<file path="config.mk">
export PLATFORM = sky130hd
export DESIGN_NAME = fdc_top
export DESIGN_NICKNAME = d
export VERILOG_FILES = /design/src/fdc_pkg.sv /design/src/fdc_disk_if.sv /design/src/fdc_cmd_if.sv /design/src/fdc_mark_decoder.sv /design/src/fdc_type2_seq.sv /design/src/fdc_regs.sv /design/src/fdc_top.sv
export SDC_FILE = /design/constraint.sdc
export NUM_CORES = 1
export LEC_CHECK = 0
export BUFFER_PORTS_ARGS = -buffer_cell sky130_fd_sc_hd__buf_4
export CAP_MARGIN = 30
export CORE_ASPECT_RATIO = 1.25
export CORE_MARGIN = 4
export CORE_UTILIZATION = 62
export CTS_CLUSTER_DIAMETER = 80
export DETAILED_ROUTE_END_ITERATION = 16
export PLACE_DENSITY = 0.8
export SLEW_MARGIN = 30
export SYNTH_ARGS = -nofsm -noshare
export SYNTH_HDL_FRONTEND = slang
export SYNTH_HIERARCHICAL = 1
export SYNTH_SLANG_ARGS = --single-unit
</file>
<file path="constraint.sdc">
create_clock -name clk -period 5.34 [get_ports clk]
set_clock_uncertainty 0.15 [all_clocks]
set_input_delay 1.335 -clock clk [delete_from_list [all_inputs] [get_ports clk]]
set_output_delay 1.335 -clock clk [all_outputs]
set_load 0.01 [all_outputs]
</file>
<file path="src/fdc_pkg.sv">
/*
 * Shared definitions for the type II part of a WD279x-style FDC.
 * The command union covers read (100) and write (101) sector commands only.
 * CRC rule is CRC-16 CCITT, MSB first, polynomial 1021, preset after three A1 syncs.
 */
package fdc_pkg;

	// Type II command fields, most significant bit first
	typedef struct packed {
		logic [2:0] op;
		logic       multi;
		logic       side;
		logic       settle;
		logic       side_ctl;
		logic       dam_sel;
	} fdc_type2_t;

	// The host writes the raw byte and the sequencer reads the fields
	typedef union packed {
		logic [7:0] raw;
		fdc_type2_t f;
	} fdc_cmd_u;

	typedef enum logic [1:0] {
		REG_STATUS_CMD = 2'd0,
		REG_TRACK      = 2'd1,
		REG_SECTOR     = 2'd2,
		REG_DATA       = 2'd3
	} reg_addr_t;

	// Status bit positions for type II commands
	localparam int ST_NOT_READY   = 7;
	localparam int ST_WRITE_PROT  = 6;
	localparam int ST_RECORD_TYPE = 5;
	localparam int ST_RNF         = 4;
	localparam int ST_CRC_ERR     = 3;
	localparam int ST_LOST_DATA   = 2;
	localparam int ST_DRQ         = 1;
	localparam int ST_BUSY        = 0;

	// Byte positions inside the six-byte ID field
	localparam int ID_TRACK  = 0;
	localparam int ID_SIDE   = 1;
	localparam int ID_SECTOR = 2;
	localparam int ID_LENGTH = 3;

	localparam logic [7:0]  MARK_IDAM     = 8'hFE;
	localparam logic [7:0]  MARK_DAM      = 8'hFB;
	localparam logic [7:0]  MARK_DDAM     = 8'hF8;
	localparam logic [15:0] CRC_PRESET    = 16'hCDB4;
	localparam logic [7:0]  CMD_FORCE_INT = 8'hD0;

	// One byte through the CRC register, bit 7 first
	function automatic logic [15:0] crc16_step(input logic [15:0] crc, input logic [7:0] data);
		logic [15:0] c;
		c = crc;
		for (int i = 7; i >= 0; i--) begin
			if (c[15] ^ data[i])
				c = {c[14:0], 1'b0} ^ 16'h1021;
			else
				c = {c[14:0], 1'b0};
		end
		return c;
	endfunction

endpackage

</file>
<file path="src/fdc_disk_if.sv">
/*
 * Decoded disk events, all driven by the mark decoder.
 * idam_data holds the last captured ID field and is only meaningful
 * while idam_valid is high. data_rx is a one-cycle strobe per byte.
 */
`timescale 1ns/10ps

interface fdc_disk_if;

	logic [7:0]      rx_byte;
	logic            data_rx;
	logic            idam_valid;
	// Byte 0 is the track number, byte 5 the second ID CRC byte
	logic [5:0][7:0] idam_data;
	logic            dam_valid;
	logic            dam_deleted;
	logic            dam_crc_valid;

	modport decoder (
		output rx_byte, data_rx, idam_valid, idam_data,
		output dam_valid, dam_deleted, dam_crc_valid
	);

	modport seq (input idam_valid, idam_data, dam_valid, dam_deleted, dam_crc_valid, data_rx);

	modport regs (input rx_byte, data_rx);

endinterface

</file>
<file path="src/fdc_cmd_if.sv">
/*
 * Register file to sequencer traffic.
 * command_start, interrupt and intrq_ack are single-cycle strobes decoded
 * straight from the host access. status is combinational in the sequencer.
 */
`timescale 1ns/10ps

interface fdc_cmd_if import fdc_pkg::*; ();

	// Driven by the register file
	fdc_cmd_u   command;
	logic [7:0] track;
	logic [7:0] sector;
	logic       command_start;
	logic       interrupt;
	logic       intrq_ack;
	logic       drq;

	// Driven by the sequencer
	logic [7:0] status;
	logic       enable_write_reg_data;
	logic [7:0] sector_out;
	logic       sector_write;
	logic       intrq;

	modport regs (
		output command, track, sector, command_start, interrupt, intrq_ack, drq,
		input  status, enable_write_reg_data, sector_out, sector_write
	);

	modport seq (
		input  command, track, sector, command_start, interrupt, intrq_ack, drq,
		output status, enable_write_reg_data, sector_out, sector_write, intrq
	);

endinterface

</file>
<file path="src/fdc_mark_decoder.sv">
/*
 * Address mark decoder behind an external data separator.
 * disk_mark qualifies a byte as an address mark, after the A1 syncs.
 * A data mark only counts inside the gap window that follows an ID field.
 * The ID CRC is captured but not checked.
 */
`timescale 1ns/10ps

module fdc_mark_decoder import fdc_pkg::*; #(
	parameter int id_gap_bytes = 20
) (
	input  logic       clk,
	input  logic       reset,
	input  logic [7:0] disk_byte,
	input  logic       disk_byte_valid,
	input  logic       disk_mark,
	fdc_disk_if.decoder disk
);

	localparam int GAP_W = $clog2(id_gap_bytes + 1);
	localparam logic [GAP_W-1:0] GAP_LAST = GAP_W'(id_gap_bytes - 1);

	typedef enum logic [2:0] {
		DS_HUNT,
		DS_ID,
		DS_GAP,
		DS_DATA,
		DS_CRC
	} dec_state_t;

	dec_state_t       state;
	logic [9:0]       byte_cnt;
	logic [GAP_W-1:0] gap_cnt;
	logic [15:0]      crc;
	logic [15:0]      crc_next;
	logic [10:0]      data_len;

	// Sector size is 128 bytes shifted left by the ID length code
	assign data_len = 11'd128 << disk.idam_data[ID_LENGTH][1:0];

	// The register restarts from the sync preset on every mark
	assign crc_next = crc16_step(disk_mark ? CRC_PRESET : crc, disk_byte);

	always_ff @(posedge clk) begin
		disk.data_rx <= 1'b0;
		if (reset) begin
			state              <= DS_HUNT;
			disk.idam_valid    <= 1'b0;
			disk.dam_valid     <= 1'b0;
			disk.dam_deleted   <= 1'b0;
			disk.dam_crc_valid <= 1'b0;
		end else begin
			// Data field is over, drop dam_valid one cycle after the last data strobe
			if (state == DS_CRC)
				disk.dam_valid <= 1'b0;

			if (disk_byte_valid && disk_mark) begin
				crc                <= crc_next;
				byte_cnt           <= '0;
				disk.dam_valid     <= 1'b0;
				disk.dam_crc_valid <= 1'b0;
				if (disk_byte == MARK_IDAM) begin
					state           <= DS_ID;
					disk.idam_valid <= 1'b0;
				end else if ((disk_byte == MARK_DAM || disk_byte == MARK_DDAM)
						&& state == DS_GAP) begin
					// Data mark inside the window of the ID just read
					state            <= DS_DATA;
					disk.dam_valid   <= 1'b1;
					disk.dam_deleted <= disk_byte == MARK_DDAM;
				end else begin
					state           <= DS_HUNT;
					disk.idam_valid <= 1'b0;
				end
			end else if (disk_byte_valid && state != DS_HUNT) begin
				crc          <= crc_next;
				disk.rx_byte <= disk_byte;
				disk.data_rx <= 1'b1;
				case (state)
					DS_ID: begin
						disk.idam_data[byte_cnt[2:0]] <= disk_byte;
						if (byte_cnt == 10'd5) begin
							state           <= DS_GAP;
							disk.idam_valid <= 1'b1;
							gap_cnt         <= '0;
						end else begin
							byte_cnt <= byte_cnt + 10'd1;
						end
					end
					DS_GAP: begin
						// No data mark in time, the ID is no longer usable
						if (gap_cnt == GAP_LAST) begin
							state           <= DS_HUNT;
							disk.idam_valid <= 1'b0;
						end else begin
							gap_cnt <= gap_cnt + 1'b1;
						end
					end
					DS_DATA: begin
						if ({1'b0, byte_cnt} == data_len - 11'd1) begin
							state    <= DS_CRC;
							byte_cnt <= '0;
						end else begin
							byte_cnt <= byte_cnt + 10'd1;
						end
					end
					DS_CRC: begin
						if (byte_cnt[0]) begin
							// A good field leaves the register at zero after both CRC bytes
							state              <= DS_HUNT;
							disk.idam_valid    <= 1'b0;
							disk.dam_crc_valid <= crc_next == 16'h0000;
						end else begin
							byte_cnt <= 10'd1;
						end
					end
					default: state <= DS_HUNT;
				endcase
			end
		end
	end

	// A data field can never open on the same edge that completes an ID capture
	a_dam_not_with_idam: assert property (@(posedge clk) disable iff (reset)
		$rose(disk.idam_valid) |-> !$rose(disk.dam_valid));

endmodule

</file>
<file path="src/fdc_type2_seq.sv">
/*
 * Type II (read/write sector) command sequencer.
 * side_output 1 drives sso from the command, 0 compares the ID side byte.
 * Write commands stop once the data mark is found, no data is written.
 * Lost data is never flagged. Force-interrupt only aborts to idle.
 */
`timescale 1ns/10ps

module fdc_type2_seq import fdc_pkg::*; #(
	parameter bit side_output = 1'b1,
	parameter int clks_per_ms = 8000
) (
	input  logic clk,
	input  logic reset,
	input  logic index_n,
	input  logic ready_n,
	input  logic wprot_n,
	output logic hld,
	output logic sso,
	fdc_disk_if.seq disk,
	fdc_cmd_if.seq  cmd
);

	localparam int MS_W = $clog2(clks_per_ms + 1);
	localparam logic [MS_W-1:0] MS_LAST = MS_W'(clks_per_ms - 1);

	typedef enum logic [2:0] {
		ST_IDLE,
		ST_PREPARE,
		ST_SETTLE,
		ST_SEARCH,
		ST_WAIT_DAM,
		ST_READ,
		ST_CRC_CHECK,
		ST_CMD_END
	} seq_state_t;

	seq_state_t      state;
	logic [MS_W-1:0] ms_count;
	logic            ms_tick;
	logic [3:0]      wait_count;
	logic [2:0]      index_count;
	logic            index_prev;
	logic [1:0]      crc_count;
	logic            type2;
	logic            is_write;
	logic            id_match;
	logic            wp_flag;
	logic            rtype_flag;
	logic            rnf_flag;
	logic            crc_flag;

	assign type2    = cmd.command.f.op[2:1] == 2'b10;
	assign is_write = cmd.command.f.op[0];

	// Side compare applies only to the 2791/93 variant and only when enabled
	assign id_match = disk.idam_data[ID_TRACK] == cmd.track
		&& disk.idam_data[ID_SECTOR] == cmd.sector
		&& (side_output || !cmd.command.f.side_ctl
			|| disk.idam_data[ID_SIDE][0] == cmd.command.f.side);

	// Free running 1 ms prescaler for the settle delay
	always_ff @(posedge clk) begin
		if (reset) begin
			ms_count <= '0;
			ms_tick  <= 1'b0;
		end else begin
			ms_tick  <= ms_count == MS_LAST;
			ms_count <= (ms_count == MS_LAST) ? '0 : ms_count + 1'b1;
		end
	end

	// Status reads as zero unless the last command was type II
	always_comb begin
		cmd.status = 8'h00;
		if (type2) begin
			cmd.status[ST_NOT_READY]   = ready_n;
			cmd.status[ST_WRITE_PROT]  = wp_flag;
			cmd.status[ST_RECORD_TYPE] = rtype_flag;
			cmd.status[ST_RNF]         = rnf_flag;
			cmd.status[ST_CRC_ERR]     = crc_flag;
			cmd.status[ST_LOST_DATA]   = 1'b0;
			cmd.status[ST_DRQ]         = cmd.drq;
			cmd.status[ST_BUSY]        = state != ST_IDLE;
		end
	end

	// Only bytes inside the data field go to the data register, CRC bytes do not
	assign cmd.enable_write_reg_data = state == ST_READ && disk.dam_valid;

	always_ff @(posedge clk) begin
		cmd.sector_write <= 1'b0;
		if (reset || cmd.interrupt) begin
			state       <= ST_IDLE;
			hld         <= 1'b0;
			sso         <= 1'b0;
			cmd.intrq   <= 1'b0;
			wp_flag     <= 1'b0;
			rtype_flag  <= 1'b0;
			rnf_flag    <= 1'b0;
			crc_flag    <= 1'b0;
			index_prev  <= 1'b1;
			index_count <= '0;
			wait_count  <= '0;
			crc_count   <= '0;
		end else begin
			// Count falling edges of the index pulse, saturating
			index_prev <= index_n;
			if (index_prev && !index_n && index_count != 3'd7)
				index_count <= index_count + 3'd1;
			if (cmd.intrq_ack)
				cmd.intrq <= 1'b0;

			case (state)
				ST_IDLE: begin
					if (cmd.command_start) begin
						cmd.intrq  <= 1'b0;
						wp_flag    <= 1'b0;
						rtype_flag <= 1'b0;
						rnf_flag   <= 1'b0;
						crc_flag   <= 1'b0;
						state      <= ST_PREPARE;
					end
				end
				ST_PREPARE: begin
					// The command register holds the new byte from here on
					if (!type2) begin
						state <= ST_IDLE;
					end else if (ready_n) begin
						cmd.intrq <= 1'b1;
						state     <= ST_IDLE;
					end else begin
						if (side_output)
							sso <= cmd.command.f.side_ctl;
						hld        <= 1'b1;
						wait_count <= cmd.command.f.settle ? 4'd15 : 4'd0;
						state      <= ST_SETTLE;
					end
				end
				ST_SETTLE: begin
					if (wait_count != 4'd0) begin
						if (ms_tick)
							wait_count <= wait_count - 4'd1;
					end else begin
						index_count <= '0;
						if (is_write && !wprot_n) begin
							wp_flag   <= 1'b1;
							cmd.intrq <= 1'b1;
							state     <= ST_IDLE;
						end else begin
							state <= ST_SEARCH;
						end
					end
				end
				ST_SEARCH: begin
					if (index_count > 3'd4) begin
						rnf_flag  <= 1'b1;
						cmd.intrq <= 1'b1;
						state     <= ST_IDLE;
					end else if (disk.idam_valid && !disk.dam_valid && id_match) begin
						state <= ST_WAIT_DAM;
					end
				end
				ST_WAIT_DAM: begin
					if (disk.dam_valid) begin
						rtype_flag <= disk.dam_deleted;
						if (is_write) begin
							cmd.intrq <= 1'b1;
							state     <= ST_IDLE;
						end else begin
							state <= ST_READ;
						end
					end else if (!disk.idam_valid) begin
						// Gap window ran out, look for the next ID
						state <= ST_SEARCH;
					end
				end
				ST_READ: begin
					// The first CRC byte may already be strobed here
					if (!disk.dam_valid) begin
						crc_count <= disk.data_rx ? 2'd1 : 2'd2;
						state     <= ST_CRC_CHECK;
					end
				end
				ST_CRC_CHECK: begin
					if (crc_count != 2'd0) begin
						if (disk.data_rx)
							crc_count <= crc_count - 2'd1;
					end else if (!disk.dam_crc_valid) begin
						crc_flag  <= 1'b1;
						cmd.intrq <= 1'b1;
						state     <= ST_IDLE;
					end else if (cmd.command.f.multi) begin
						cmd.sector_out   <= cmd.sector + 8'd1;
						cmd.sector_write <= 1'b1;
						state            <= ST_SETTLE;
					end else begin
						state <= ST_CMD_END;
					end
				end
				ST_CMD_END: begin
					// Completion waits until the host has taken the last byte
					if (!cmd.drq) begin
						cmd.intrq <= 1'b1;
						state     <= ST_IDLE;
					end
				end
				default: state <= ST_IDLE;
			endcase
		end
	end

	a_intrq_from_active: assert property (@(posedge clk) disable iff (reset)
		$rose(cmd.intrq) |-> $past(state) != ST_IDLE);

	a_sector_write_after_crc: assert property (@(posedge clk) disable iff (reset)
		cmd.sector_write |-> $past(state) == ST_CRC_CHECK);

endmodule

</file>
<file path="src/fdc_regs.sv">
/*
 * Host register file. One access per cycle while cs is high.
 * rdata is combinational. A new command is ignored while busy,
 * except force-interrupt. There is no back-pressure on the data register.
 */
`timescale 1ns/10ps

module fdc_regs import fdc_pkg::*; (
	input  logic       clk,
	input  logic       reset,
	input  logic       cs,
	input  logic       we,
	input  reg_addr_t  addr,
	input  logic [7:0] wdata,
	output logic [7:0] rdata,
	output logic       drq,
	fdc_disk_if.regs   disk,
	fdc_cmd_if.regs    cmd
);

	logic       host_wr;
	logic       host_rd;
	logic       cmd_wr;
	logic       busy;
	logic       data_load;
	logic [7:0] data_reg;

	assign host_wr   = cs && we;
	assign host_rd   = cs && !we;
	assign cmd_wr    = host_wr && addr == REG_STATUS_CMD;
	assign busy      = cmd.status[ST_BUSY];
	assign data_load = disk.data_rx && cmd.enable_write_reg_data;

	// Strobes come straight from the host access cycle
	assign cmd.command_start = cmd_wr && wdata != CMD_FORCE_INT && !busy;
	assign cmd.interrupt     = cmd_wr && wdata == CMD_FORCE_INT;
	assign cmd.intrq_ack     = host_rd && addr == REG_STATUS_CMD;

	always_ff @(posedge clk) begin
		if (reset) begin
			cmd.command <= '0;
			cmd.track   <= '0;
			cmd.sector  <= '0;
			drq         <= 1'b0;
		end else begin
			if (cmd.command_start || cmd.interrupt)
				cmd.command.raw <= wdata;
			if (host_wr && addr == REG_TRACK)
				cmd.track <= wdata;
			// Multi-sector advance takes priority over a host write
			if (cmd.sector_write)
				cmd.sector <= cmd.sector_out;
			else if (host_wr && addr == REG_SECTOR)
				cmd.sector <= wdata;
			if (cmd.interrupt)
				drq <= 1'b0;
			else if (data_load)
				drq <= 1'b1;
			else if (host_rd && addr == REG_DATA)
				drq <= 1'b0;
		end
	end

	// A disk byte overwrites whatever the host left in the data register
	always_ff @(posedge clk) begin
		if (data_load)
			data_reg <= disk.rx_byte;
		else if (host_wr && addr == REG_DATA)
			data_reg <= wdata;
	end

	assign cmd.drq = drq;

	always_comb begin
		case (addr)
			REG_STATUS_CMD: rdata = cmd.status;
			REG_TRACK:      rdata = cmd.track;
			REG_SECTOR:     rdata = cmd.sector;
			default:        rdata = data_reg;
		endcase
	end

endmodule

</file>
<file path="src/fdc_top.sv">
/*
 * Type II part of a WD279x-style FDC.
 * Expects decoded bytes from an external data separator, one strobe per byte.
 * side_output selects 2795/97 (1) or 2791/93 (0) behaviour.
 */
`timescale 1ns/10ps

module fdc_top import fdc_pkg::*; #(
	parameter bit side_output  = 1'b1,
	parameter int clks_per_ms  = 8000,
	parameter int id_gap_bytes = 20
) (
	input  logic       clk,
	input  logic       reset,
	// Host side
	input  logic       cs,
	input  logic       we,
	input  reg_addr_t  addr,
	input  logic [7:0] wdata,
	output logic [7:0] rdata,
	output logic       intrq,
	output logic       drq,
	// Drive side
	input  logic       index_n,
	input  logic       ready_n,
	input  logic       wprot_n,
	input  logic [7:0] disk_byte,
	input  logic       disk_byte_valid,
	input  logic       disk_mark,
	output logic       hld,
	output logic       sso
);

	fdc_disk_if disk_bus ();
	fdc_cmd_if  cmd_bus ();

	fdc_mark_decoder #(
		.id_gap_bytes(id_gap_bytes)
	) u_decoder (
		.clk, .reset, .disk_byte, .disk_byte_valid, .disk_mark,
		.disk(disk_bus.decoder)
	);

	fdc_type2_seq #(
		.side_output(side_output),
		.clks_per_ms(clks_per_ms)
	) u_seq (
		.clk, .reset, .index_n, .ready_n, .wprot_n, .hld, .sso,
		.disk(disk_bus.seq),
		.cmd(cmd_bus.seq)
	);

	fdc_regs u_regs (
		.clk, .reset, .cs, .we, .addr, .wdata, .rdata, .drq,
		.disk(disk_bus.regs),
		.cmd(cmd_bus.regs)
	);

	// Interrupt request is owned by the sequencer
	assign intrq = cmd_bus.intrq;

endmodule

</file>
Word level (Yosys, flattened, before mapping)

Cells that the tools add are included.

Flip-flop bits (word level): 171
Memory bits (writable): 0
Bits in latches: 0
Memories kept: 0
Logic and storage cells: 309
Bits of input ports: 27
Memory bits (read-only): 0

Shift-type cells: 1
Reduce and logical (&&, ||, !) cells: 75
$add $sub $neg: 8
Mux-type cells: 107
Magnitude comparators: 3
Bitwise logic cells: 24
Div/mod/pow operators: 0
Eq/ne operators: 53
$mul: 0

Operators with widths:

| kind                                          | count |
|---|---|
| two-way mux 13 bit                            | 8 |
| two-way mux 3 bit                             | 23 |
| bitwise mux 48 bit                            | 1 |
| two-way mux 16 bit                            | 3 |
| two-way mux 8 bit                             | 6 |
| two-way mux 10 bit                            | 4 |
| two-way mux 1 bit                             | 34 |
| == test 8 bit, second input constant          | 4 |
| one-hot mux 10 bit (3 select lines)           | 1 |
| nonzero test 2 bit                            | 13 |
| demux 8 bit (select 3 bit)                    | 1 |
| NOT 3 bit                                     | 8 |
| one-hot mux 3 bit (8 select lines)            | 1 |
| one-hot mux 8 bit (3 select lines)            | 1 |
| logical AND 1 bit                             | 23 |
| two-way mux 4 bit                             | 5 |
| AND reduction 4 bit                           | 5 |
| AND reduction 5 bit                           | 4 |
| != test 2 bit, second input constant          | 9 |
| AND reduction 3 bit                           | 6 |
| == test 8 bit                                 | 2 |
| logical NOT 16 bit                            | 1 |
| != test 2 x 1 -> 1 bit, second input constant | 8 |
| == test 3 bit, second input constant          | 5 |
| 46 further kinds                              | 95 |

Longest topological paths before layout

Gate-level depths: netlist of the first run.

Depth in word-level cells: 19
Mapped depth: 12

By module

The synthesis of the first run kept the hierarchy.

Modules (own cells, without submodules):

| module           | cells each | instances | area an instance (sq um) |
|---|---|---|---|
| fdc_mark_decoder | 307        | 1         | 4129.0 |
| fdc_type2_seq    | 283        | 1         | 2516.2 |
| fdc_regs         | 175        | 1         | 1843.0 |

Worst setup path after synthesis of the first run

No wires, ideal clock.

Path kind: input to register
Start point: in disk_mark
End point: reg u_decoder.byte_cnt[1], enable pin
Data required time: 4.801 ns
Setup time: 0.389 ns
Path slack: 1.056 ns
Cell stages on the path: 6
Arrival: 3.745 ns
Cells stage by stage: buf_4 clkbuf_1 inv_1 a21oi_1 o21a_1 a21boi_0

Cells in the longest elaborated chain, start to end: 3

Ends and longest elaborated chain:

| element                                                | line                    | text |
|---|---|---|
| from (decl)                                            | fdc_top.sv:29           | `input logic disk_mark,` |
| logical AND 1 bit (*)                                  | fdc_mark_decoder.sv:57  | `if (disk_byte_valid && disk_mark) begin` |
| != test 3 bit (no source line) (tied with other cells) | --                      |  |
| AND reduction 5 bit (no source line) (*)               | --                      |  |
| to (signal assigned)                                   | fdc_mark_decoder.sv:87  | `byte_cnt <= byte_cnt + 10'd1;` |
| to (signal assigned)                                   | fdc_mark_decoder.sv:104 | `byte_cnt <= byte_cnt + 10'd1;` |
| to (decl)                                              | fdc_mark_decoder.sv:32  | `logic [9:0] byte_cnt;` |

Every way passes the cells marked *; elsewhere a longest branch is shown, timed or not.
A chain may end at the register's enable or synchronous reset.

Worst setup path after layout of the first run

Start point: reg u_seq.state[1]
End point: out rdata[0]

Cells in the longest elaborated chain, start to end: 3

Ends and longest elaborated chain:

| element                            | line                 | text |
|---|---|---|
| from (decl)                        | fdc_type2_seq.sv:38  | `seq_state_t state;` |
| from (signal assigned)             | fdc_type2_seq.sv:94  | `state <= ST_IDLE;` |
| from (signal assigned)             | fdc_type2_seq.sv:122 | `state <= ST_PREPARE;` |
| from (signal assigned)             | fdc_type2_seq.sv:128 | `state <= ST_IDLE;` |
| nonzero test 3 bit                 | fdc_type2_seq.sv:84  | `cmd.status[ST_BUSY] = state != ST_IDLE;` |
| two-way mux 8 bit                  | fdc_type2_seq.sv:76  | `if (type2) begin` |
| via cmd_bus.status[0]              | fdc_cmd_if.sv:20     | `logic [7:0] status;` |
| one-hot mux 8 bit (3 select lines) | fdc_regs.sv:75       | `case (addr)` |
| to (decl)                          | fdc_top.sv:20        | `output logic [7:0] rdata,` |

The timed path passes the listed nets, and every way through them passes these cells.

==> metrics list, run 1 <==
* Minimum setup slack among reg-to-reg paths: 2.28 ns
* Worst Setup End Kind: output pin
* Total of max-cap violations: 0
- Summed over all layers, the global routing overflow is 0.
- For this run, design rule violations remaining after detail routing come to 0.
* Number of failing setup endpoints in the final timing report: 0
- The floorplan step set the die width to 106 microns.
- The register with the most flip-flops in the layout has 18 of them.
- The worst hold path begins at u_seq/wp_flag.
- On the critical path, the stage with the largest delay is an instance of sky130_fd_sc_hd__dfxtp_1.
- Final worst slack: 1.57 ns
- Total count of max-transition violations in the final report: 0
- In this run the standard cell core region covers 11,700 sq um.
- The initial antenna violation count came to 0.
- In this run the critical register-to-register path is captured at u_seq/state[2].
- The final layout contains routed wiring with a total length of 16,900 microns.
- Buffers from clock root to sink, at most: 2
* Synth warnings: 6
- Worst reg2reg path startpoint: u_seq/state[1]
* Post-route clock period utilization: 0.706
* Synth Instances: 719
* H-tree level count: 4
* Path type of the worst min-delay path: reg2reg
* Clk pin slew, worst setup/hold paths: 0.06 ns
* Worst IR Drop VDD: 0.000168 V
* Worst slack, placed: 1.48 ns
* Total setup buffers inserted after CTS: 0
- In this run, placement finished with an instance count of 889.
- Clock Latency Late Sink: 0.42 ns
- Number of stages on the worst hold path: 2
* Count of port buffers added during placement: 38
- The worst setup path is of the reg2out kind.
- Compared with the post-synthesis result, the final layout area differs by 12.1%.
- The via count of the first global-routing pass is 5,511.
- Highest fanout seen on the critical path: 26
- At the pin with the least slew margin, the transition time is 0.885 ns.
- At the end of routability-driven placement, the weighted congestion stood at 0.938.
* First DRT Iteration DRCs: 427
* Starting Density: 0.639
* Post-layout min period: 3.77 ns
- Unrepaired setup endpoints after global routing: no
- Sink of the worst hold path: u_seq/wp_flag
- Max-Slew Margin vs Limit: 0.410
* Standby leakage power: 2.94 nW
- Clock buffer count from CTS: 17
* Routed wirelength normalized by instance count: 18.3 microns
* Die extent in y: 131 microns
- At the worst endpoint, the required time is 3.86 ns.
- Placement row count: 44
- Number of sinks handled by clock tree synthesis: 139
- For this run, the top clock speed supported by timing is 265 MHz.
- Entering global routing, the biggest net connects 43 pins.
- The first detailed-routing pass ran for 5 iterations.
- The final hold violation count came to 0.
- The repair_antennas step left the layout with diodes totalling 0.
* Number of nets with antenna violations after routing: 0
* Vias per cell: 6.17
- First-pass GRT wire length: 27,200 microns
- Outcome: finished clean
- Number of standard cells in the final layout excluding fillers: 921
* Post-route setup TNS: 0 ns
- TritonCTS built the clock tree.
- Fraction of the core area covered by cells at the end of the flow: 0.717
* Biggest cell delay along the critical path: 0.90 ns
- Net count after synthesis: 757
* Global-route usage over all layers: 0.252
- Hold-fix buffers at CTS: 0
* Power Dens Cells: 328 nW/um^2
* Die outline area: 13,900 sq um
- Half-perimeter wire length after placement: 12,000 microns
- Count of pins on the block boundary: 39
- In the final layout, the share of cells above drive strength 1 is 0.136.
* Worst Setup Start Kind: flop
* Data arrival time of the critical path: 2.29 ns
* Master cell of the clock root buffer: sky130_fd_sc_hd__clkbuf_16
* Cell area after technology mapping: 7460 sq um
* Resized cells post-CTS: 0
- Via count: 5,679
- After the last flow step, the layout net total stands at 785.
* Critical path cell sequence: o31a_1, mux4_2, buf_4
- Averaged over all synthesized cells, the footprint is 10.4 sq um.
* Path depth of the worst reg2reg path: 7
-- critical path, delay by kind of cell (launching register included) --
kind                   cells  cell delay (ns)
AO/OA/AOI/OAI              1             0.53
multiplexers               1             0.32
buffers and inverters      1             0.11
flip-flops                 1             0.90
-- metrics by stage --
step                      hold slack, ns  instance area (sq um)  power (W)
after global placement             0.292                   7770    0.00158
after detailed placement           0.302                   7770    0.00160
after floorplan                    0.276                   7460    0.00152
after CTS                          0.306                   8360    0.00276
after global routing               0.342                   8360    0.00284
final                              0.307                   8360    0.00275
-- cell usage in the layout, fill, tap and decap left out, drive strengths merged, types with 18 or more instances in the layout --
master  count
nor2       79
edfxtp     73
dfxtp      66
nand2      56
xnor2      54
buf        43
xor2       29
a21oi      29
clkbuf     22
nand3      21
inv        19
nor3       18
o21ai      18
-- report_power, final --
part	internal (W)	switching, W
registers	0.00116	0.0000735
logic	0.000156	0.000192
clock network	0.000735	0.000425
total	0.00206	0.000690
-- worst max-delay path by stage --
| stage | start | to | slack, ns | depth (start not counted) |
|---|---|---|---|---|
| global route | u_seq/state[1] | rdata[0] | 1.44 | 3 |
| CTS | ready_n | rdata[7] | 1.59 | 4 |
| finish | u_seq/state[1] | rdata[0] | 1.57 | 3 |
| floorplan | disk_mark | u_decoder/byte_cnt[1] | 1.06 | 6 |
| detailed placement | wdata[0] | u_seq/state[2] | 1.48 | 9 |
| global placement | wdata[0] | u_seq/state[2] | 1.54 | 9 |
-- per-layer routing --
layer	share of wire	up-vias	track usage	wire length, microns
met2	0.50	259	0.427	8510
met5	0	-	0	0
met4	0.038	0	0.147	633
li1	-	2669	-	-
met3	0.076	44	0.0555	1290
met1	0.38	2707	0.295	6430
-- area by class of cell --
cell class / count / area [sq um]
sequential: 139 / 3510
clock inverter: 10 / 144
tap: 161 / 201
multi-input combinational: 528 / 3670
timing repair buffer: 43 / 323
inverter: 18 / 67.6
fill: 827 / 3310
clock buffer: 22 / 444
(Power assumes the default switching activity.)
==> inputs of run 2 (changes only) <==
CORE_UTILIZATION = 56   (was 62)
PLACE_DENSITY = 0.77   (was 0.8)
clock period = 3.4 ns   (was 5.34 ns; I/O delays follow)
==> metrics list, run 2 (synthesis results as in run 1) <==
- Outcome: finished clean
- The post-CTS setup repair buffer count was 0 (unchanged).
- Fillers: 978 (+18%)
- Worst IR Drop VDD: 0.000258 V (+54%)
* Global-route usage over all layers: 0.230 (-0.0215)
- Diodes inserted: 0 (unchanged)
- The met1 wire length is 6760 microns (+5.1%).
* Clk pin slew, worst setup/hold paths: 0.06 ns (about the same)
- Worst Setup Start Kind: flop
- The required time at the worst-slack endpoint came to 2.40 ns (-1.46 ns).
- Met3 wire len: 1090 microns (-16%)
* Count of port buffers added during placement: 38 (unchanged)
- The number of iterations in the first detailed-routing pass came to 5 (unchanged).
- The global placer's final weighted congestion is 0.937 (about the same).
- Share of final-layout standard cells stronger than drive strength 1: 0.152 (+0.0164)
- Number of sinks handled by clock tree synthesis: 139 (unchanged)
- Die outline area: 15,200 sq um (+10%)
- The number of maximum-capacitance constraint violations was 0 (unchanged).
* Master cell of the clock root buffer: sky130_fd_sc_hd__clkbuf_16
- Worst reg2reg path endpoint: u_decoder/disk.dam_deleted
- Signed area change from the synthesized netlist to the final layout: 13.2%
- The final hold violation count is 0 (unchanged).
- Placement row count: 46 (+4.5%)
* Area of the multi-input gates: 3670 sq um (+0.10%)
- Standby leakage power: 2.98 nW (+1.4%)
- Worst setup path class: reg2out
- Subtracting the final worst setup slack from the clock period gives 2.86 ns.
- The initial core utilization was 0.579 (-0.0605).
- Final std cell area, no fill: 8440 sq um (+0.93%)
- The accumulated negative setup slack was 0 ns (unchanged).
- Leading cell types in the layout, fill and taps excluded: 78 x sky130_fd_sc_hd__nor2_1, 73 x sky130_fd_sc_hd__edfxtp_1, 66 x sky130_fd_sc_hd__dfxtp_1
* Timing-limited maximum frequency: 350 MHz
- The post-layout utilization of the core was 0.655 (-0.0619).
- Pin count of the biggest net entering global routing: 41 (-4.7%)
- First-pass GRT wire length: 27,600 microns (+1.7%)
- The final wirelength was 17,100 microns (+1.6%).
- The total count of max-transition violations in the final report was 0 (unchanged).
- The total setup violations reported at the end of the flow was 0 (unchanged).
* Clock tree from TritonCTS: built
- The instance area at placement came to 7860 sq um (+1.2%).
- The maximum buffer depth of the clock tree is 2 (unchanged).
* Max-Slew Margin vs Limit: 0.554 (+0.144)
* Wire length on met2: 8710 microns (+2.4%)
* Worst Setup End Kind: output pin
- The ratio of routed vias to standard cells was 6.03 (-2.3%).
- The arrival time at the worst endpoint came to 1.86 ns (-0.43 ns).
* Largest register FFs: 18 (unchanged)
- The number of buffers created by CTS came to 17 (unchanged).
* Routed wirelength normalized by instance count: 18.3 microns (-0.25%)
- Number of antenna violations at the first check in global routing: 0 (unchanged)
- Post-route clock period utilization: 0.841
- The number of H-tree branching levels came to 4 (unchanged).
* Die extent in y: 137 microns (+4.9%)
* Resized cells post-CTS: 0 (unchanged)
- The die width was 111 microns (+4.8%).
- The least setup slack across all paths after layout came to 0.540 ns (-1.03 ns).
* Minimum setup slack among reg-to-reg paths: 0.85 ns (-1.43 ns)
- First DRT Iteration DRCs: 535 (+25%)
- Worst reg2reg path startpoint: u_decoder/state[2]
- Number of nets with antenna violations after routing: 0 (unchanged)
- The sequential standard cell area came to 3510 sq um (unchanged).
- Hold-fix buffers at CTS: 0 (unchanged)
- Commonest non-fill, non-tap cell in the layout: sky130_fd_sc_hd__nor2_1
- Number of global-route vias before repair: 5,627 (+2.1%)
- DRC Markers: 0 (unchanged)
- The number of nets in the finished design is 795 (+1.3%).
* Half-perimeter wire length after placement: 12,300 microns (+2.5%)
- Setup repair after global routing left no endpoint under its margin.
- Power Dens Cells: 508 nW/um^2 (+55%)
- Via count: 5,653 (-0.46%)
- Highest fanout seen on the critical path: 8 (-69%)
- Final global-route overflow total: 0 (unchanged)
- The highest metal layer carrying signal wires in the routed design is met4.
- Transition time at the pin with the least slew margin: 0.667 ns (-0.218 ns)
* Count of pins on the block boundary: 39 (unchanged)
- The clock latency at the later pin of the worst-skew pair came to 0.43 ns (about the same).
* Launch point of the critical path: u_regs/cmd.command[7]
- Placeable core region: 12,900 sq um (+10%)
- Path type of the worst min-delay path: reg2reg
- The placement-stage worst setup slack was 0.201 ns (-1.28 ns).
- Worst setup path endpoint: rdata[7]
- The number of cells traversed by the worst register-to-register path was 5 (-2).
[run 2: final cells by class]
class                      instances  share of cell area
multi-input combinational        528               0.435
sequential                       139               0.416
clock buffer                      19              0.0513
timing repair buffer              53              0.0471
tap                              168              0.0249
clock inverter                    13              0.0172
inverter                          18             0.00800
[run 2: how the worst min path moves through the flow]
stage                                      end                       start  cells after the start
floorplan           u_decoder/disk.dam_deleted  u_decoder/disk.dam_deleted                      2
global placement             u_seq/ms_count[0]           u_seq/ms_count[0]                      1
detailed placement              u_seq/rnf_flag              u_seq/rnf_flag                      2
CTS                             u_seq/rnf_flag              u_seq/rnf_flag                      2
global route                     u_seq/wp_flag               u_seq/wp_flag                      2
finish                          u_seq/rnf_flag              u_seq/rnf_flag                      2
[run 2: critical path, stage by stage, from the launching register on]
cell and delay (ns):
sky130_fd_sc_hd__dfxtp_1 0.31, sky130_fd_sc_hd__nor2b_1 0.13, sky130_fd_sc_hd__buf_4 0.16, sky130_fd_sc_hd__and2_1 0.19
sky130_fd_sc_hd__mux4_2 0.49, sky130_fd_sc_hd__buf_4 0.16
[run 2: stage by stage]
step                std cells  hold WS (ns)  power [W]
floorplan                 719         0.276    0.00240
global placement          906         0.289    0.00251
detailed placement        906         0.306    0.00252
CTS                       938         0.314    0.00431
global route              938         0.340    0.00445
finish                    938         0.311    0.00429
[run 2: where the power goes]
| group | total, W | switching [W] | internal [W] |
|---|---|---|---|
| clock network | 0.00179 | 0.000708 | 0.00108 |
| registers | 0.00187 | 0.0000411 | 0.00183 |
| logic | 0.000633 | 0.000369 | 0.000263 |
[run 2: per-layer routing]
metal | GRT usage | up-vias
met3 | 0.0482 | 41
met5 | 0 | -
met4 | 0.112 | 0
li1 | - | 2682
met2 | 0.411 | 235
met1 | 0.263 | 2695
==> inputs of run 3 (changes only) <==
ABC_AREA = 1   (was default)
CORE_UTILIZATION = 62   (was 56)
PLACE_DENSITY = 0.8   (was 0.77)
clock period = 2.73 ns   (was 3.4 ns; I/O delays follow)
==> metrics list, run 3 <==
- Starting Density: 0.631 (+0.0525)
- Largest register FFs: 18 (unchanged)
- Number of antenna violations at the first check in global routing: 0 (unchanged)
- The global placer's final weighted congestion came to 0.906 (-3.3%).
- Post-route setup TNS: 0 ns (unchanged)
- Clock Latency Late Sink: 0.43 ns (about the same)
- First-pass GRT wire length: 27,300 microns (-1.3%)
- Number of global-route vias before repair: 5,661 (+0.60%)
- Worst setup path class: reg2out
- The switching share of total power came to 0.266 (+0.00567).
- The worst slack on hold paths is 0.296 ns (-0.0153 ns).
* Pin count of the biggest net entering global routing: 20 (-51%)
- Walking the worst path, the cells encountered are nor2_1, nand2_1, inv_2, nor2_1, inv_1, o2111ai_1, buf_4.
* Synth warnings: 6 (unchanged)
* Proportion of power drawn by flip-flops and latches: 0.427 (-0.009)
- From synthesis to final layout, the design area changed by 15.1%.
* Total of max-cap violations: 0 (unchanged)
* Count of buffering cells on the critical path with inverters included: 3 (+1)
- Global-route usage over all layers: 0.257 (+0.0272)
* Data arrival time of the critical path: 1.68 ns (-0.18 ns)
- The clock-pin slew of the registers on the worst-case setup and hold paths is 0.06 ns (about the same).
- The number of design-rule violations left by the first detailed-router iteration was 359 (-33%).
- The worst stage delay on the critical path came to 0.43 ns (-0.06 ns).
* Via count: 6,068 (+7.3%)
* Die extent in y: 129 microns (-5.7%)
- The HPWL reported at the end of detailed placement is 12,100 microns (-1.4%).
* Outcome: finished clean
* Number of iterations in the first detailed-routing pass: 5 (unchanged)
- Share of final-layout standard cells stronger than drive strength 1: 0.140 (-0.0116)
- The final wirelength is 16,800 microns (-2.1%).
- FF/Latch Area: 3520 sq um (about the same)
- The area of the multi-input gates came to 3190 sq um (-13%).
* Standby leakage power: 3.51 nW (+18%)
- The die width came to 105 microns (-5.6%).
* Max-Slew Margin vs Limit: 0.605 (+0.0510)
- Total count of max-transition violations in the final report: 0 (unchanged)
* Routed wirelength normalized by instance count: 15.1 microns (-18%)
- Placement row count: 44 (-4.3%)
- Int Power: 0.00408 W (+29%)
* DRC Markers: 0 (unchanged)
- Worst Setup Start Kind: flop
* Timing-limited maximum frequency: 397 MHz
- Fillers: 880 (-10%)
- The area of the mapped netlist was 7300 sq um (-2.2%).
- Master cell of the clock root buffer: sky130_fd_sc_hd__clkbuf_16
- Path type of the worst min-delay path: in2reg
* Number of hold-slack violations in the final timing report: 0 (unchanged)
* Worst IR Drop VDD: 0.000410 V (+59%)
- Launch point of the critical path: u_seq/state[0]
- The number of ports placed on the die boundary came to 39 (unchanged).
- Total Power: 0.00556 W (+30%)
* Library cell appearing most often on the critical path: sky130_fd_sc_hd__nor2_1
- The area inside the core boundary came to 11,600 sq um (-10%).
- Vias per cell: 5.45 (-9.6%)
- In the finished design, the share of the clock period the worst path needs comes to 0.922.
- Power share of the combinational group: 0.136 (-0.011)
* Count of port buffers added during placement: 38 (unchanged)
- The antenna cell count came to 0 (unchanged).
- The power spent charging and discharging nets came to 0.00148 W (+32%).
* Mean instance size in the synthesized netlist: 8.05 sq um (-22%)
- Buffers from clock root to sink, at most: 2 (unchanged)
- The top cell types in the final layout, fill and taps aside, are 192 x sky130_fd_sc_hd__nand2_1, 124 x sky130_fd_sc_hd__inv_1, 124 x sky130_fd_sc_hd__nor2_1.
- The area of the die came to 13,600 sq um (-11%).
* Net count after synthesis: 944 (+25%)
- STA classifies the critical path endpoint as an output pin.
- The slew at the pin with the worst max-slew slack came to 0.592 ns (-0.0746 ns).
* Unrepaired setup endpoints after global routing: no
- In this run the critical register-to-register path is launched from u_decoder/byte_cnt[0].
- The required time at the worst-slack endpoint came to 1.90 ns (-0.50 ns).
- The power density normalized to cell area is 662 nW/um^2 (+30%).
- The number of nets in the finished design was 1,001 (+26%).
- Post-layout min period: 2.52 ns
* Final global-route overflow total: 0 (unchanged)
- Among all stages on the critical path, the largest delay is contributed by sky130_fd_sc_hd__dfxtp_2.
* Family of cells with the greatest summed delay on the critical path: flip-flops
* Number of failing setup endpoints in the final timing report: 0 (unchanged)
- The worst-path maximum fanout was 7 (-1).
- TritonCTS built the clock tree.
* Worst Hold Launch: index_n
- Number of sinks handled by clock tree synthesis: 139 (unchanged)
- The portion of total power attributed to the clock network was 0.437 (+0.020).
- The number of H-tree branching levels came to 4 (unchanged).
- Leaving out fill and tap cells, the most frequent cell in the layout is sky130_fd_sc_hd__nand2_1.
- Synth Instances: 906 (+26%)
- Fraction of the core area covered by cells at the end of the flow: 0.727 (+0.0718)
- Clock buffer count from CTS: 17 (unchanged)
- The post-CTS setup repair buffer count is 0 (unchanged).
* Number of nets with antenna violations after routing: 0 (unchanged)
run 3: cell count changes in the layout (fill, tap and decap cells not counted), moves of 12 or more:
cell / before / now
sky130_fd_sc_hd__nand2_2: 1 / 14
sky130_fd_sc_hd__nor2b_1: 14 / 0
sky130_fd_sc_hd__nand2_1: 55 / 192
sky130_fd_sc_hd__nor2_1: 78 / 124
sky130_fd_sc_hd__nand3_1: 21 / 44
sky130_fd_sc_hd__xnor2_1: 54 / 9
sky130_fd_sc_hd__a21oi_1: 28 / 55
sky130_fd_sc_hd__inv_1: 18 / 124
sky130_fd_sc_hd__o21ai_1: 2 / 14
sky130_fd_sc_hd__mux2i_1: 14 / 1
run 3: path summary, 6_finish.rpt:
| kind | endpoint | slack (ns) | cells after the start |
|---|---|---|---|
| worst max register to register | u_decoder/byte_cnt[8] | 0.49 | 8 |
| worst min register to register | u_seq/crc_count[0] | 0.31 | 2 |
| worst min-delay path | u_seq/index_prev | 0.30 | 3 |
| worst max-delay path | rdata[0] | 0.21 | 7 |
run 3: per-layer routing:
| layer | vias up | wire [microns] | global-route usage |
|---|---|---|---|
| met3 | 39 | 833 | 0.0578 |
| met5 | - | 0 | 0 |
| met2 | 205 | 8390 | 0.450 |
| met1 | 2739 | 7000 | 0.300 |
| met4 | 0 | 550 | 0.127 |
| li1 | 3085 | - | - |
run 3: area by class of cell:
| cell class | count | share of cell area |
|---|---|---|
| clock inverters | 14 | 0.0231 |
| inverters | 136 | 0.0608 |
| multi-input cells | 618 | 0.380 |
| clock buffers | 18 | 0.0511 |
| flip-flops and latches | 139 | 0.419 |
| well taps | 138 | 0.0206 |
| repair buffers | 51 | 0.0456 |
run 3: power by group through the flow:
stage | Clock [W] | Sequential, W | Combinational [W]
6_report | 0.00243 | 0.00238 | 0.000755
5_1_grt | 0.00254 | 0.00238 | 0.000842
4_1_cts | 0.00245 | 0.00237 | 0.000745
3_5_place_dp | 0 | 0.00241 | 0.000737
3_3_place_gp | 0 | 0.00241 | 0.000723
2_1_floorplan | 0 | 0.00238 | 0.000569
run 3: tightest hold or removal path, stage by stage:
cell and delay, ns:
sky130_fd_sc_hd__buf_4 0.07, sky130_fd_sc_hd__inv_1 0.04, sky130_fd_sc_hd__nand2_1 0.05
run 3: metrics by stage:
stage	worst slack [ns]	instances	instance area [sq um]
after floorplan	0.0713	906	7300
after global placement	0.349	1082	7770
after detailed placement	0.352	1082	7770
after CTS	0.0881	1114	8400
after global routing	0.0852	1114	8400
final	0.213	1114	8400
run 3: what timing repair did:
| action | 4_1_cts | 5_1_grt |
|---|---|---|
| resized for setup | 0 | 2 |
| setup endpoints to repair | 0 | 1 |
| endpoints found under the hold margin | 0 | 0 |
| hold buffers | 0 | 0 |
